$ cat src/source/jy61p_bus_pkg.sv
`default_nettype none

// host side: wishbone classic request and response, register map
package jy61p_bus_pkg;

    typedef struct packed {
        logic        cyc;
        logic        stb;
        logic        we;
        logic [3:0]  adr;
        logic [31:0] dat_w;
    } wb_req_t;

    typedef struct packed {
        logic        ack;
        logic [31:0] dat_r;
    } wb_rsp_t;

    localparam logic [3:0] addr_acc_x    = 4'd0;
    localparam logic [3:0] addr_acc_y    = 4'd1;
    localparam logic [3:0] addr_acc_z    = 4'd2;
    localparam logic [3:0] addr_gyr_x    = 4'd3;
    localparam logic [3:0] addr_gyr_y    = 4'd4;
    localparam logic [3:0] addr_gyr_z    = 4'd5;
    localparam logic [3:0] addr_roll     = 4'd6;
    localparam logic [3:0] addr_pitch    = 4'd7;
    localparam logic [3:0] addr_yaw      = 4'd8;
    localparam logic [3:0] addr_good_cnt = 4'd9;   // write clears
    localparam logic [3:0] addr_bad_cnt  = 4'd10;  // write clears

endpackage

`default_nettype wire

$ cat src/source/jy61p_frame_pkg.sv
`default_nettype none

// stream side of the JY61P link: frame layout and decoded samples
package jy61p_frame_pkg;

    localparam logic [7:0] frame_header = 8'h55;

    localparam logic [7:0] type_accel = 8'h51;
    localparam logic [7:0] type_gyro  = 8'h52;
    localparam logic [7:0] type_angle = 8'h53;

    // three raw axes, x in the low bits
    typedef struct packed {
        logic signed [15:0] z;
        logic signed [15:0] y;
        logic signed [15:0] x;
    } axes_t;

    // byte k of the payload sits in bytes[k]
    // axis fields run msb to lsb so the first byte on the wire is the low byte of x
    typedef union packed {
        logic [7:0][7:0] bytes;
        struct packed {
            logic [15:0] trailer;    // temperature or version word, unused
            axes_t       axes;
        } words;
    } payload_u;

    typedef struct packed {
        logic [7:0] type_code;
        payload_u   payload;
        logic [7:0] checksum;
    } frame_t;

    typedef enum logic [1:0] {
        kind_accel,
        kind_gyro,
        kind_angle
    } sample_kind_e;

    typedef struct packed {
        logic         valid;        // one cycle pulse
        sample_kind_e kind;
        logic         checksum_ok;
        logic         known;        // type code is one of the three kept
        axes_t        axes;
    } sample_t;

endpackage

`default_nettype wire
$ cat src/source/jy61p_angle_top.sv
`default_nettype none

module jy61p_angle_top #(
    parameter int clks_per_bit = 434   // 50 MHz at 115200 baud
) (
    input  logic                   clk,
    input  logic                   rstn,
    input  logic                   jy61p_rx,
    input  jy61p_bus_pkg::wb_req_t wb_req,
    output jy61p_bus_pkg::wb_rsp_t wb_rsp
);

    logic [7:0]               rx_byte;
    logic                     rx_strobe;
    jy61p_frame_pkg::frame_t  frame;
    logic                     frame_valid;
    jy61p_frame_pkg::sample_t sample;

    uart_byte_rx #(
        .clks_per_bit(clks_per_bit)
    ) uart_byte_rx_i (
        .clk      (clk),
        .rstn     (rstn),
        .rxd      (jy61p_rx),
        .rx_byte  (rx_byte),
        .rx_strobe(rx_strobe)
    );

    jy61p_frame_decode jy61p_frame_decode_i (
        .clk        (clk),
        .rstn       (rstn),
        .rx_byte    (rx_byte),
        .rx_strobe  (rx_strobe),
        .frame      (frame),
        .frame_valid(frame_valid)
    );

    jy61p_frame_execute jy61p_frame_execute_i (
        .clk        (clk),
        .rstn       (rstn),
        .frame      (frame),
        .frame_valid(frame_valid),
        .sample     (sample)
    );

    jy61p_result_regs jy61p_result_regs_i (
        .clk   (clk),
        .rstn  (rstn),
        .sample(sample),
        .wb_req(wb_req),
        .wb_rsp(wb_rsp)
    );

endmodule

`default_nettype wire

$ cat src/source/jy61p_result_regs.sv
`default_nettype none

module jy61p_result_regs (
    input  logic                     clk,
    input  logic                     rstn,
    input  jy61p_frame_pkg::sample_t sample,
    input  jy61p_bus_pkg::wb_req_t   wb_req,
    output jy61p_bus_pkg::wb_rsp_t   wb_rsp
);

    jy61p_frame_pkg::axes_t acc;
    jy61p_frame_pkg::axes_t gyr;
    jy61p_frame_pkg::axes_t ang;
    logic [15:0] good_cnt;
    logic [15:0] bad_cnt;
    logic        req_hit;
    logic        clr_good;
    logic        clr_bad;
    logic        take;
    logic        reject;
    logic [31:0] rd_data;

    function automatic logic [31:0] sext16(input logic [15:0] v);
        return {{16{v[15]}}, v};
    endfunction

    assign req_hit  = wb_req.cyc && wb_req.stb && !wb_rsp.ack;   // first cycle of an access
    assign clr_good = req_hit && wb_req.we && (wb_req.adr == jy61p_bus_pkg::addr_good_cnt);
    assign clr_bad  = req_hit && wb_req.we && (wb_req.adr == jy61p_bus_pkg::addr_bad_cnt);
    assign take     = sample.valid && sample.checksum_ok && sample.known;
    assign reject   = sample.valid && !sample.checksum_ok;

    // all three axes of a kind change together
    always_ff @(posedge clk) begin
        if (!rstn) begin
            acc <= '0;
            gyr <= '0;
            ang <= '0;
        end else if (take) begin
            case (sample.kind)
                jy61p_frame_pkg::kind_accel: acc <= sample.axes;
                jy61p_frame_pkg::kind_gyro:  gyr <= sample.axes;
                jy61p_frame_pkg::kind_angle: ang <= sample.axes;
                default: ;
            endcase
        end
    end

    // host clear beats a same-cycle increment
    always_ff @(posedge clk) begin
        if (!rstn) begin
            good_cnt <= 16'd0;
            bad_cnt  <= 16'd0;
        end else begin
            if (clr_good) begin
                good_cnt <= 16'd0;
            end else if (take) begin
                good_cnt <= good_cnt + 16'd1;
            end
            if (clr_bad) begin
                bad_cnt <= 16'd0;
            end else if (reject) begin
                bad_cnt <= bad_cnt + 16'd1;
            end
        end
    end

    always_comb begin
        case (wb_req.adr)
            jy61p_bus_pkg::addr_acc_x:    rd_data = sext16(acc.x);
            jy61p_bus_pkg::addr_acc_y:    rd_data = sext16(acc.y);
            jy61p_bus_pkg::addr_acc_z:    rd_data = sext16(acc.z);
            jy61p_bus_pkg::addr_gyr_x:    rd_data = sext16(gyr.x);
            jy61p_bus_pkg::addr_gyr_y:    rd_data = sext16(gyr.y);
            jy61p_bus_pkg::addr_gyr_z:    rd_data = sext16(gyr.z);
            jy61p_bus_pkg::addr_roll:     rd_data = sext16(ang.x);
            jy61p_bus_pkg::addr_pitch:    rd_data = sext16(ang.y);
            jy61p_bus_pkg::addr_yaw:      rd_data = sext16(ang.z);
            jy61p_bus_pkg::addr_good_cnt: rd_data = {16'd0, good_cnt};
            jy61p_bus_pkg::addr_bad_cnt:  rd_data = {16'd0, bad_cnt};
            default:                      rd_data = 32'd0;
        endcase
    end

    // single wait state, read data captured with the request
    always_ff @(posedge clk) begin
        if (!rstn) begin
            wb_rsp.ack <= 1'b0;
        end else begin
            wb_rsp.ack <= req_hit;
            if (req_hit) begin
                wb_rsp.dat_r <= rd_data;
            end
        end
    end

endmodule

`default_nettype wire

$ cat src/source/jy61p_frame_execute.sv
`default_nettype none

module jy61p_frame_execute (
    input  logic                     clk,
    input  logic                     rstn,
    input  jy61p_frame_pkg::frame_t  frame,
    input  logic                     frame_valid,
    output jy61p_frame_pkg::sample_t sample
);

    logic [7:0]                    sum;
    jy61p_frame_pkg::sample_kind_e kind;
    logic                          known;

    // header is part of the checksum even though decode never stores it
    always_comb begin
        sum = jy61p_frame_pkg::frame_header + frame.type_code;
        for (int i = 0; i < 8; i++) begin
            sum = sum + frame.payload.bytes[i];   // wraps mod 256
        end
    end

    always_comb begin
        kind  = jy61p_frame_pkg::kind_accel;
        known = 1'b1;
        case (frame.type_code)
            jy61p_frame_pkg::type_accel: kind = jy61p_frame_pkg::kind_accel;
            jy61p_frame_pkg::type_gyro:  kind = jy61p_frame_pkg::kind_gyro;
            jy61p_frame_pkg::type_angle: kind = jy61p_frame_pkg::kind_angle;
            default:                     known = 1'b0;
        endcase
    end

    always_ff @(posedge clk) begin
        if (!rstn) begin
            sample.valid <= 1'b0;
        end else begin
            sample.valid <= frame_valid;
            if (frame_valid) begin
                sample.kind        <= kind;
                sample.known       <= known;
                sample.checksum_ok <= (sum == frame.checksum);
                sample.axes        <= frame.payload.words.axes;
            end
        end
    end

endmodule

`default_nettype wire

$ cat src/source/jy61p_frame_decode.sv
`default_nettype none

module jy61p_frame_decode (
    input  logic                    clk,
    input  logic                    rstn,
    input  logic [7:0]              rx_byte,
    input  logic                    rx_strobe,
    output jy61p_frame_pkg::frame_t frame,
    output logic                    frame_valid
);

    typedef enum logic {
        st_hunt,
        st_collect
    } state_e;

    // byte index after the header: type, eight payload bytes, checksum
    localparam logic [3:0] idx_type  = 4'd0;
    localparam logic [3:0] idx_check = 4'd9;

    state_e     state;
    logic [3:0] byte_idx;

    always_ff @(posedge clk) begin
        if (!rstn) begin
            state       <= st_hunt;
            byte_idx    <= idx_type;
            frame_valid <= 1'b0;
        end else begin
            frame_valid <= 1'b0;
            if (rx_strobe) begin
                case (state)
                    st_hunt: begin
                        if (rx_byte == jy61p_frame_pkg::frame_header) begin
                            state    <= st_collect;
                            byte_idx <= idx_type;
                        end
                    end
                    st_collect: begin
                        if (byte_idx == idx_check) begin
                            state       <= st_hunt;
                            frame_valid <= 1'b1;
                        end else begin
                            byte_idx <= byte_idx + 4'd1;
                        end
                    end
                    default: begin
                        state <= st_hunt;
                    end
                endcase
            end
        end
    end

    // type byte is taken whatever it is; execute sorts it out
    always_ff @(posedge clk) begin
        if (rx_strobe && state == st_collect) begin
            if (byte_idx == idx_type) begin
                frame.type_code <= rx_byte;
            end else if (byte_idx == idx_check) begin
                frame.checksum <= rx_byte;
            end else begin
                frame.payload.bytes[3'(byte_idx - 4'd1)] <= rx_byte;
            end
        end
    end

endmodule

`default_nettype wire

$ cat src/source/uart_byte_rx.sv
`default_nettype none

module uart_byte_rx #(
    parameter int clks_per_bit = 434
) (
    input  logic       clk,
    input  logic       rstn,
    input  logic       rxd,
    output logic [7:0] rx_byte,
    output logic       rx_strobe
);

    localparam int cnt_w = $clog2(clks_per_bit);
    localparam logic [cnt_w-1:0] half_cnt = cnt_w'(clks_per_bit / 2 - 1);
    localparam logic [cnt_w-1:0] last_cnt = cnt_w'(clks_per_bit - 1);
    localparam logic [3:0] stop_bit = 4'd9;

    logic [1:0]       rx_sync;      // two flop synchronizer
    logic             rx_s;
    logic             busy;
    logic             wait_high;    // framing error, hold off until line idles
    logic [3:0]       bit_cnt;      // 0 start, 1..8 data, 9 stop
    logic [cnt_w-1:0] cyc_cnt;
    logic [7:0]       shift;
    logic             sample_now;

    assign rx_s = rx_sync[1];

    // start bit is checked half a bit in, every later bit a full bit after that
    assign sample_now = (bit_cnt == 4'd0) ? (cyc_cnt == half_cnt) : (cyc_cnt == last_cnt);

    always_ff @(posedge clk) begin
        if (!rstn) begin
            rx_sync <= 2'b11;   // idle line level
        end else begin
            rx_sync <= {rx_sync[0], rxd};
        end
    end

    always_ff @(posedge clk) begin
        if (!rstn) begin
            busy      <= 1'b0;
            wait_high <= 1'b0;
            bit_cnt   <= 4'd0;
            cyc_cnt   <= '0;
            rx_strobe <= 1'b0;
        end else begin
            rx_strobe <= 1'b0;
            if (wait_high) begin
                wait_high <= !rx_s;
            end else if (!busy) begin
                if (!rx_s) begin    // falling edge of start bit
                    busy    <= 1'b1;
                    bit_cnt <= 4'd0;
                    cyc_cnt <= '0;
                end
            end else if (!sample_now) begin
                cyc_cnt <= cyc_cnt + 1'b1;
            end else begin
                cyc_cnt <= '0;
                bit_cnt <= bit_cnt + 4'd1;
                if (bit_cnt == 4'd0) begin
                    if (rx_s) begin
                        busy <= 1'b0;   // glitch, not a start bit
                    end
                end else if (bit_cnt == stop_bit) begin
                    busy <= 1'b0;
                    if (rx_s) begin
                        rx_strobe <= 1'b1;
                    end else begin
                        wait_high <= 1'b1;
                    end
                end
            end
        end
    end

    // data bits arrive lsb first
    always_ff @(posedge clk) begin
        if (busy && sample_now) begin
            if (bit_cnt != 4'd0 && bit_cnt != stop_bit) begin
                shift <= {rx_s, shift[7:1]};
            end
            if (bit_cnt == stop_bit && rx_s) begin
                rx_byte <= shift;
            end
        end
    end

endmodule

`default_nettype wire

$ cat config.mk
export PLATFORM = sky130hd
export DESIGN_NAME = jy61p_angle_top
export DESIGN_NICKNAME = d
export VERILOG_FILES = /design/src/source/jy61p_bus_pkg.sv /design/src/source/jy61p_frame_pkg.sv /design/src/source/jy61p_angle_top.sv /design/src/source/jy61p_result_regs.sv /design/src/source/jy61p_frame_execute.sv /design/src/source/jy61p_frame_decode.sv /design/src/source/uart_byte_rx.sv
export SDC_FILE = /design/constraint.sdc
export NUM_CORES = 1
export LEC_CHECK = 0
export BUFFER_PORTS_ARGS = -buffer_cell sky130_fd_sc_hd__buf_2
export CORE_MARGIN = 5
export CORE_UTILIZATION = 60
export DETAILED_ROUTE_END_ITERATION = 16
export PLACE_DENSITY = 0.78
export REMOVE_ABC_BUFFERS = 1
export SYNTH_ARGS = -nofsm -noshare
export SYNTH_HDL_FRONTEND = slang
export SYNTH_SLANG_ARGS = --single-unit
$ cat constraint.sdc
create_clock -name clk -period 12.33 [get_ports clk]
set_clock_uncertainty 0.2 [all_clocks]
set_input_delay 2.466 -clock clk [delete_from_list [all_inputs] [get_ports clk]]
set_output_delay 2.466 -clock clk [all_outputs]
set_load 0.02 [all_outputs]
==> Word-level counts from Yosys, hierarchy flattened <==
Index checks and enable logic that the tools add are counted.
{ "totals": {"reg_bits": 382, "input_bits": 42, "wordCells": 155} }
{ "classes": {"n_addsub": 15, "magnitude_cmp": 2, "n_eq_ne": 26, "mux": 31, "bitwise": 8, "reduce_logical": 39} }
{ "ops": {"columns": ["cell", "count"], "rows": [
  ["case mux 32 bit (11 select lines)", 1],
  ["adder 8 bit", 8],
  ["bitwise mux 64 bit", 1],
  ["adder 16 x 1 -> 16 bit, second input constant", 2],
  ["== test 8 x 7 -> 1 bit, second input constant", 4],
  ["two-way mux 9 bit", 3],
  ["demux 8 bit (select 3 bit)", 1],
  ["== test 4 bit, second input constant", 5],
  ["two-way mux 4 bit", 5],
  ["AND reduction 2 bit", 9],
  ["== test 4 x 3 -> 1 bit, second input constant", 4],
  ["two-way mux 1 bit", 16],
  ["AND reduction 3 bit", 5],
  ["logical AND 1 bit", 13],
  ["logical NOT 4 bit", 3],
  ["adder 9 x 1 -> 9 bit, second input constant", 1],
  ["== test 9 x 8 -> 1 bit, second input constant", 1],
  ["== test 9 bit, second input constant", 1],
  ["adder 4 x 1 -> 4 bit, second input constant", 2],
  ["adder 7 x 8 -> 8 bit, first input constant", 1],
  ["== test 4 x 2 -> 1 bit, second input constant", 2],
  ["== test 8 bit", 1],
  ["two-way mux 8 bit", 1],
  ["NOT 1 bit", 8],
  ["18 further kinds", 23]
]} }

==> Logic depth before layout (Yosys ltp) <==
Gate-level depths: netlist of run 1.
{ "logic_depth": {"depth_word": 10, "mapped_depth": 16} }

==> Cells and area by module <==
A second synthesis of run 1 with hierarchy kept.
{ "hier_totals": {"cells_unflattened": 1548, "hier_area_um2": 16632.2} }
{ "modules_own_cells": {"columns": ["mod", "instances", "cells_per_inst", "area_each_um2"], "rows": [
  ["jy61p_result_regs", 1, 1042, 8907.3],
  ["jy61p_frame_execute", 1, 212, 3225.6],
  ["jy61p_frame_decode", 1, 140, 2894.0],
  ["uart_byte_rx", 1, 154, 1605.3]
]} }

==> Worst setup path after synthesis of run 1 <==
Ideal clock, no wire load.
{ "synth_path": {"path_kind": "input to register", "from": "input port rstn", "to": "register, netlist name jy61p_frame_execute_i.sample[0]", "setup_ps": 415, "t_arrival_ps": 3955, "required_time_ps": 11715, "path_slack_ps": 7760, "stages": 2, "path_buffers": 1, "cell_sequence": "clkbuf_1 > and2_1"} }
{ "synth_via": {"elab_chain_len": 1} }
{ "synth_lines": {"columns": ["item", "line_no", "text"], "rows": [
  ["start, declared", "jy61p_angle_top.sv:7", "input logic rstn,"],
  ["AND reduction 2 bit (no source line)", null, null]
]} }
No other way between the ends.
A chain may end at the register's enable or synchronous reset.

==> Worst setup path in the final report of run 1 <==
{ "layout_path": {"from": "register, netlist name jy61p_frame_decode_i.frame[13]", "to": "register, netlist name jy61p_frame_execute_i.sample[49]"} }
{ "layout_via": {"elab_chain_len": 9} }
{ "layout_lines": {"columns": ["item", "line_no", "text"], "rows": [
  ["adder 8 bit (8 in series)", "jy61p_frame_execute.sv:19", "sum = sum + frame.payload.bytes[i];"],
  ["== test 8 bit", "jy61p_frame_execute.sv:42", "sample.checksum_ok <= (sum == frame.checksum);"]
]} }
No other way between the ends.

==> results_tabular.tex, run 1 <==
\begin{tabular}{lr}
\hline
Metric & Value \\
\hline
\multicolumn{2}{l}{\textbf{Status}} \\
Result of the run & completed \\
\multicolumn{2}{l}{\textbf{Setup path}} \\
Category of the critical setup timing path & flop to flop \\
Capturing element type of the critical path & flop \\
Worst EP arrival & 4840 ps \\
Worst endpoint required time & 12400 ps \\
Critical Path Source Type & flop \\
Maximum fanout along the worst path & 2 \\
\multicolumn{2}{l}{\textbf{Power and ir drop}} \\
Switch share & 0.197 \\
Pwr dens & 142 nW/um\^{}2 \\
Largest vdd supply drop & 0.150 mV \\
Clock share of power & 0.474 \\
Combinational cell fraction of total power & 0.017 \\
Share of total power in sequential cells & 0.509 \\
Leak & 6.00 nW \\
Internal Power & 1.99 mW \\
Net switching power & 0.490 mW \\
\multicolumn{2}{l}{\textbf{CTS}} \\
Root buffer cell & clkbuf\_16 \\
Post-CTS setup buffer count & 0 \\
Hold-fix buffer count after cts & 0 \\
Clock Pin Slew Worst Setup and Hold Paths & 60 ps \\
Sink count of the clock tree & 367 \\
Clock buffers created by TritonCTS & 38 \\
Number of levels the H-tree was split into & 2 \\
Clock insertion delay at the later pin of the skew report & 520 ps \\
CTS tree & done \\
Resized Gates After CTS & 0 \\
Worst-case clock buffer depth & 3 \\
\multicolumn{2}{l}{\textbf{STA}} \\
Final period utilization & 0.387 \\
Unrepaired setup endpoints after global routing & no \\
Final count of hold timing violations & 0 \\
Final setup vio count & 0 \\
Relative slew slack & 0.213 \\
Highest clock rate & 209 MHz \\
Pins over their slew limit & 0 \\
Setup TNS & 0 ps \\
Post-route minimum period & 4780 ps \\
Actual transition at the worst max-transition pin & 1170 ps \\
\multicolumn{2}{l}{\textbf{GRT}} \\
Maximum number of pins on one net before global-route repair & 122 \\
Vias in the first global route & 10400 \\
All-Layer GR Usage & 0.226 \\
First-pass GRT wire length & 55000 um \\
Total congestion overflow after global routing & 0 \\
Antenna violations before repair & 0 \\
\multicolumn{2}{l}{\textbf{Hold path}} \\
Worst min path class & flop to flop \\
\multicolumn{2}{l}{\textbf{Detailed routing}} \\
Sum of routed wire length over all layers & 34000 um \\
Number of nets with antenna violations after routing & 0 \\
Post-route DRC & 0 \\
Number of DRC violations after detailed-routing iteration 0 & 923 \\
Vias per cell & 5.76 \\
Length of the first detailed-routing pass in iterations & 8 \\
Routed vias & 10400 \\
Wire per inst & 18.8 um \\
\multicolumn{2}{l}{\textbf{Synthesis}} \\
Fraction of registers with async set/reset & 0 \\
Post-synth design cell area & 15900 sq um \\
Portion of synthesized cell area occupied by the leading cell type & 0.312 \\
Sequential-to-total area share from yosys stat & 0.566 \\
Synth Flop Type & dfxtp\_1 \\
Most instantiated cells after synthesis & 338 x nand2\_1, 202 x dfxtp\_1, 165 x edfxtp\_1 \\
Number of enable flip-flop cells after synthesis & 165 \\
Count of different cell masters after synthesis & 65 \\
FF+latch count, synth & 367 \\
Average cell area after synthesis & 11.0 sq um \\
Post-Synthesis Cells & 1439 \\
Ys Warns & 0 \\
Cell accounting for the most synthesized area & edfxtp\_1 \\
Top cells by area, synth & edfxtp\_1 31\%, dfxtp\_1 25\%, nand2\_1 8.0\% \\
Top-count cell post-synth & nand2\_1 \\
\multicolumn{2}{l}{\textbf{Cells and area}} \\
Count of fill cells added during filler insertion & 1875 \\
Fraction of final layout cells sized beyond drive strength 1 & 0.101 \\
Growth of design area from synthesis to finish & 10.3\% \\
\# diodes & 0 \\
Post-layout util & 0.672 \\
Net total in the final layout & 1556 \\
\multicolumn{2}{l}{\textbf{Place}} \\
Gpl congestion & 0.834 \\
Total of buffers placed on input and output ports & 42 \\
Detailed placement HPWL & 21500 um \\
\multicolumn{2}{l}{\textbf{Floorplan}} \\
Core Rows & 59 \\
Io pins & 75 \\
Die Outline Area & 29800 sq um \\
Standard cell core area & 26100 sq um \\
Die Span Y & 173 um \\
Initial Util & 0.610 \\
Chip width & 173 um \\
\multicolumn{2}{l}{\textbf{Job}} \\
MaxCap Viol Count & 0 \\
\hline
\end{tabular}
## layout make-up
class | count | area [sq um] | area share
inverters | 63 | 236 | 0.0135
multi-input cells | 923 | 6270 | 0.358
repair buffers | 53 | 295 | 0.0169
well taps | 335 | 419 | 0.0239
flip-flops and latches | 367 | 9000 | 0.514
clock inverters | 22 | 275 | 0.0157
clock buffers | 46 | 1020 | 0.0584
## per-stage QoR
stage | instance area, sq um | setup slack, ps | cells | total power [mW] | hold slack (ps)
after detailed placement | 16200 | 7500 | 1741 | 1.33 | 198
final | 17500 | 7550 | 1809 | 2.48 | 214
after CTS | 17500 | 7500 | 1809 | 2.50 | 219
after floorplan | 15400 | 7430 | 1353 | 1.31 | 186
after global routing | 17500 | 7320 | 1809 | 2.55 | 224
after global placement | 16200 | 7560 | 1741 | 1.33 | 196
## power by group through the flow
| stage | Combinational, mW | Clock (mW) | Sequential (mW) |
|---|---|---|---|
| 4_1_cts | 0.0418 | 1.19 | 1.26 |
| 5_1_grt | 0.0447 | 1.25 | 1.26 |
| 2_1_floorplan | 0.0164 | 0 | 1.29 |
| 3_5_place_dp | 0.0419 | 0 | 1.29 |
| 6_report | 0.0421 | 1.18 | 1.26 |
| 3_3_place_gp | 0.0416 | 0 | 1.29 |
## placed cells by master, fill, tap and decap left out, types with 19 or more instances in the layout
master and n:
clkbuf_16 39, a22oi_1 22, edfxtp_1 165, buf_2 41, ha_1 25, inv_1 62
fa_1 43, xnor2_1 30, nand3_1 26, nand2_1 338, dfxtp_1 202, a221oi_1 19
xor2_1 30, nor2_1 50, a21boi_0 146, a22o_1 19
## routing by layer
layer  wire length, um  GRT usage  up-vias  share of wire
li1                  -          -     4983              -
met1             14200      0.299     5057           0.42
met2             16700      0.382      317           0.49
met3              2220     0.0432       61          0.065
met4               804     0.0694        0          0.024
met5                 0          0        -              0
## cells by family (layout without fill, tap and decap cells)
kind of cell	Yosys count	count (layout)	synth area share
AOI/OAI and AO/OA	272	272	0.131
xor gates and xnor gates	62	62	0.0355
adders and majority gates	68	68	0.0739
buffers and inverters	149	184	0.0424
DFF	367	367	0.566
muxes	5	5	0.00323
and+or+nand+nor	516	516	0.147
## state kept, by name, summed over array words and instances, names as in the netlist
register,count
jy61p_result_regs_i.acc,48
jy61p_result_regs_i.good_cnt,16
uart_byte_rx_i.busy,1
uart_byte_rx_i.cyc_cnt,9
uart_byte_rx_i.rx_byte,8
uart_byte_rx_i.bit_cnt,4
jy61p_frame_decode_i.frame_valid,1
uart_byte_rx_i.rx_strobe,1
jy61p_result_regs_i.ang,48
jy61p_frame_execute_i.sample,53
jy61p_frame_decode_i.frame,80
jy61p_frame_decode_i.state,1
uart_byte_rx_i.wait_high,1
uart_byte_rx_i.rx_sync,2
jy61p_result_regs_i.wb_rsp,18
jy61p_result_regs_i.bad_cnt,16
jy61p_frame_decode_i.byte_idx,4
uart_byte_rx_i.shift,8
jy61p_result_regs_i.gyr,48
## final timing paths
check             slack [ps]  cells after the start                                to                      startpoint
setup / recovery        7550                     12  jy61p_frame_execute_i.sample[49]  jy61p_frame_decode_i.frame[13]
hold / removal           210                      1         uart_byte_rx_i.rx_sync[1]       uart_byte_rx_i.rx_sync[0]
setup reg to reg        7550                     12  jy61p_frame_execute_i.sample[49]  jy61p_frame_decode_i.frame[13]
hold reg to reg          210                      1         uart_byte_rx_i.rx_sync[1]       uart_byte_rx_i.rx_sync[0]
## worst max-delay path, cell delays in order, from the launching register on
cell and delay [ps]:
edfxtp_1 420, fa_1 560, inv_1 60, fa_1 460, fa_1 510, fa_1 540, fa_1 420, xor2_1 230
xnor2_1 150, xnor3_1 420, xnor2_1 280, xnor2_1 90, and3_1 160
Note: power is estimated with default switching activity, not from simulation.
==> run 2: changes to the inputs <==
--- a/config.mk
+++ b/config.mk
@@ -5,11 +5,12 @@
 export SDC_FILE = /design/constraint.sdc
 export NUM_CORES = 1
 export LEC_CHECK = 0
+export ABC_AREA = 1
 export BUFFER_PORTS_ARGS = -buffer_cell sky130_fd_sc_hd__buf_2
 export CORE_MARGIN = 5
-export CORE_UTILIZATION = 60
+export CORE_UTILIZATION = 55
 export DETAILED_ROUTE_END_ITERATION = 16
-export PLACE_DENSITY = 0.78
+export PLACE_DENSITY = 0.75
 export REMOVE_ABC_BUFFERS = 1
 export SYNTH_ARGS = -nofsm -noshare
 export SYNTH_HDL_FRONTEND = slang
==> constraint.sdc (replaced) <==
create_clock -name clk -period 4.37 [get_ports clk]
set_clock_uncertainty 0.2 [all_clocks]
set_input_delay 0.874 -clock clk [delete_from_list [all_inputs] [get_ports clk]]
set_output_delay 0.874 -clock clk [all_outputs]
set_load 0.02 [all_outputs]
==> results_tabular.tex, run 2 <==
\begin{tabular}{lr}
\hline
Metric & Value \\
\hline
\multicolumn{2}{l}{\textbf{GRT}} \\
Total congestion overflow after global routing & 0 \\
Maximum number of pins on one net before global-route repair & 96 \\
First-pass GRT wire length & 59000 um \\
Vias in the first global route & 11000 \\
Antenna violations before repair & 0 \\
All-Layer GR Usage & 0.236 \\
\multicolumn{2}{l}{\textbf{CTS}} \\
Clock buffers created by TritonCTS & 38 \\
Hold-fix buffer count after cts & 0 \\
Sink count of the clock tree & 367 \\
Number of levels the H-tree was split into & 2 \\
CTS tree & done \\
Worst-case clock buffer depth & 3 \\
Clock Pin Slew Worst Setup and Hold Paths & 60 ps \\
Clock insertion delay at the later pin of the skew report & 510 ps \\
Root buffer cell & clkbuf\_16 \\
\multicolumn{2}{l}{\textbf{STA}} \\
Setup TNS & -237 ps \\
Post-route minimum period & 4610 ps \\
Worst Slack Setup Final & -237 ps \\
Unrepaired setup endpoints after global routing & yes \\
Final count of hold timing violations & 0 \\
Highest clock rate & 217 MHz \\
Worst hold margin & 218 ps \\
Pins over their slew limit & 0 \\
Final period utilization & 1.05 \\
Final setup vio count & 1 \\
Actual transition at the worst max-transition pin & 1110 ps \\
Relative slew slack & 0.256 \\
\multicolumn{2}{l}{\textbf{Synthesis}} \\
Compound-gate portion of the synthesized area & 0.135 \\
Fraction of synthesized cell area in xor and xnor cells & 0.0179 \\
Portion of synthesized cell area occupied by the leading cell type & 0.316 \\
Count of different cell masters after synthesis & 45 \\
Fraction of registers with async set/reset & 0 \\
Post-synth design cell area & 15700 sq um \\
Fraction of synthesized area in multiplexers & 0 \\
Synth Flop Type & dfxtp\_1 \\
FF+latch count, synth & 367 \\
Top-count cell post-synth & inv\_1 \\
Sequential-to-total area share from yosys stat & 0.573 \\
Post-Synthesis Cells & 1585 \\
Number of enable flip-flop cells after synthesis & 165 \\
Average cell area after synthesis & 9.90 sq um \\
Most instantiated cells after synthesis & 241 x inv\_1, 202 x dfxtp\_1, 173 x nor2\_1 \\
Top cells by area, synth & edfxtp\_1 32\%, dfxtp\_1 26\%, inv\_1 5.8\% \\
Cell accounting for the most synthesized area & edfxtp\_1 \\
Post-synthesis adder-cell area fraction & 0.0748 \\
Simple-gate share of the synthesized area & 0.118 \\
Dominant combinational cell family by area after synthesis & compound AO/OA/AOI/OAI gates \\
Ys Warns & 0 \\
\multicolumn{2}{l}{\textbf{Setup path}} \\
Category of the critical setup timing path & flop to flop \\
Maximum fanout along the worst path & 3 \\
Worst endpoint required time & 4440 ps \\
Critical Path Source Type & flop \\
R2r startpoint & jy61p\_frame\_decode\_i.frame[28] \\
Worst EP arrival & 4670 ps \\
Setup crit start & jy61p\_frame\_decode\_i.frame[28] \\
Cell depth of the worst flop-to-flop path & 18 \\
Worst R2R Setup Slack & -240 ps \\
Capturing element type of the critical path & flop \\
Endpoint of the lowest-slack register-to-register path & jy61p\_frame\_execute\_i.sample[49] \\
Last element of the critical path & jy61p\_frame\_execute\_i.sample[49] \\
\multicolumn{2}{l}{\textbf{Cells and area}} \\
Top flop regs & jy61p\_frame\_decode\_i.frame (80), jy61p\_frame\_execute\_i.sample (53) \\
Most frequent standard cell in the layout excluding fill and tap cells & inv\_1 \\
Most frequent cells in the layout & 236 x inv\_1, 202 x dfxtp\_1, 172 x nor2\_1, 165 x edfxtp\_1, 161 x o21ai\_0 \\
Fraction of final layout cells sized beyond drive strength 1 & 0.121 \\
Reg area & 9000 sq um \\
Final std cells w/o fill & 2054 \\
Net total in the final layout & 1756 \\
\# diodes & 0 \\
Register ranked first by flip-flop count & jy61p\_frame\_decode\_i.frame \\
Number of flip-flops in the largest register & 80 \\
Area used by multi-input combinational logic & 5530 sq um \\
Post-layout util & 0.635 \\
Count of fill cells added during filler insertion & 2200 \\
Growth of design area from synthesis to finish & 13.4\% \\
\multicolumn{2}{l}{\textbf{Power and ir drop}} \\
Leak & 6.72 nW \\
Largest vdd supply drop & 0.315 mV \\
Switch share & 0.200 \\
Internal Power & 5.54 mW \\
Combinational cell fraction of total power & 0.018 \\
Net switching power & 1.38 mW \\
Pwr dens & 389 nW/um\^{}2 \\
Clock share of power & 0.467 \\
Share of total power in sequential cells & 0.516 \\
Total power draw & 6.92 mW \\
\multicolumn{2}{l}{\textbf{Floorplan}} \\
Die Outline Area & 32000 sq um \\
Core Rows & 61 \\
Chip width & 179 um \\
Io pins & 75 \\
Initial Util & 0.560 \\
Standard cell core area & 28000 sq um \\
Die Span Y & 179 um \\
\multicolumn{2}{l}{\textbf{Detailed routing}} \\
Number of nets with antenna violations after routing & 0 \\
Sum of routed wire length over all layers & 37100 um \\
Post-route DRC & 0 \\
Wire per inst & 18.0 um \\
Vias per cell & 5.53 \\
Number of DRC violations after detailed-routing iteration 0 & 1152 \\
Length of the first detailed-routing pass in iterations & 6 \\
Routed vias & 11400 \\
\multicolumn{2}{l}{\textbf{Status}} \\
Violations in the final reports & negative setup slack \\
Result of the run & finished, violations left \\
\multicolumn{2}{l}{\textbf{Place}} \\
Gpl congestion & 0.934 \\
Detailed placement HPWL & 24200 um \\
Total of buffers placed on input and output ports & 42 \\
Total instance count after detailed placement & 1978 \\
\multicolumn{2}{l}{\textbf{Job}} \\
MaxCap Viol Count & 0 \\
\multicolumn{2}{l}{\textbf{Hold path}} \\
Hold path startpoint & uart\_byte\_rx\_i.shift[0] \\
Worst min path class & flop to flop \\
Hold path depth & 0 \\
\hline
\end{tabular}
[run 2: cell count changes in the layout (fill, tap and decap cells not counted), moves of 41 or more]
cell      previous run  this run
nor2_1              50       172
nand2_1            338       125
inv_1               62       236
o22ai_1              2        43
o21ai_0              9       161
a21boi_0           146         0
a21oi_1             18       139
[run 2: timing repair]
item                       4_1_cts  5_1_grt
pin swaps                       24        7
setup buffers                    6        0
cloned                           0        0
setup endpoints to repair        1        1
gates resized for setup         17        6
[run 2: area by class of cell]
class / instances / area share
Inverter: 249 / 0.0528
Clock buffer: 58 / 0.0629
Sequential cell: 367 / 0.506
Tap cell: 378 / 0.0266
Clock inverter: 12 / 0.00745
Timing Repair Buffer: 93 / 0.0337
Multi-Input combinational cell: 897 / 0.311
[run 2: kinds of logic after synthesis]
logic type,after synthesis
DFF,367
and+or+nand+nor,412
AOI/OAI and AO/OA,385
xor gates and xnor gates,32
adders and majority gates,68
buffers and inverters,321
[run 2: metrics by stage]
step           setup slack (ps)  instance area, sq um
4_1_cts                    -156                 17800
5_1_grt                    -385                 17800
6_report                   -237                 17800
3_3_place_gp               -333                 16400
2_1_floorplan              -147                 15400
3_5_place_dp               -360                 16400
[run 2: routing by layer]
metal | part of all wire | GRT usage
met1 | 0.40 | 0.314
met2 | 0.47 | 0.387
met3 | 0.086 | 0.0388
met4 | 0.044 | 0.0985
met5 | 0 | 0
[run 2: how the worst min path moves through the flow]
stage	endpoint	slack (ps)
finish	uart_byte_rx_i.rx_byte[0]	220
global route	uart_byte_rx_i.rx_byte[0]	240
CTS	uart_byte_rx_i.rx_byte[0]	220
detailed placement	uart_byte_rx_i.rx_byte[0]	210
global placement	uart_byte_rx_i.rx_sync[1]	200
floorplan	uart_byte_rx_i.rx_sync[1]	190
[run 2: worst max-delay path, cell delays in order, from the launching register on]
cell	delay, ps
edfxtp_1	420
fa_1	550
inv_1	50
fa_1	520
fa_1	440
fa_1	520
inv_2	50
fa_1	550
ha_4	230
a21oi_4	140
nand2_1	80
nand2_2	80
nand2_2	60
a21oi_2	140
nand2_1	80
nand2_2	70
inv_1	40
nand2_1	90
a21oi_2	60
[run 2: power groups by stage]
stage | clock [mW] | combinational [mW] | sequential (mW)
4_1_cts | 3.27 | 0.120 | 3.57
2_1_floorplan | 0 | 0.0570 | 3.65
3_5_place_dp | 0 | 0.120 | 3.64
5_1_grt | 3.43 | 0.135 | 3.57
3_3_place_gp | 0 | 0.119 | 3.64
6_report | 3.23 | 0.122 | 3.57
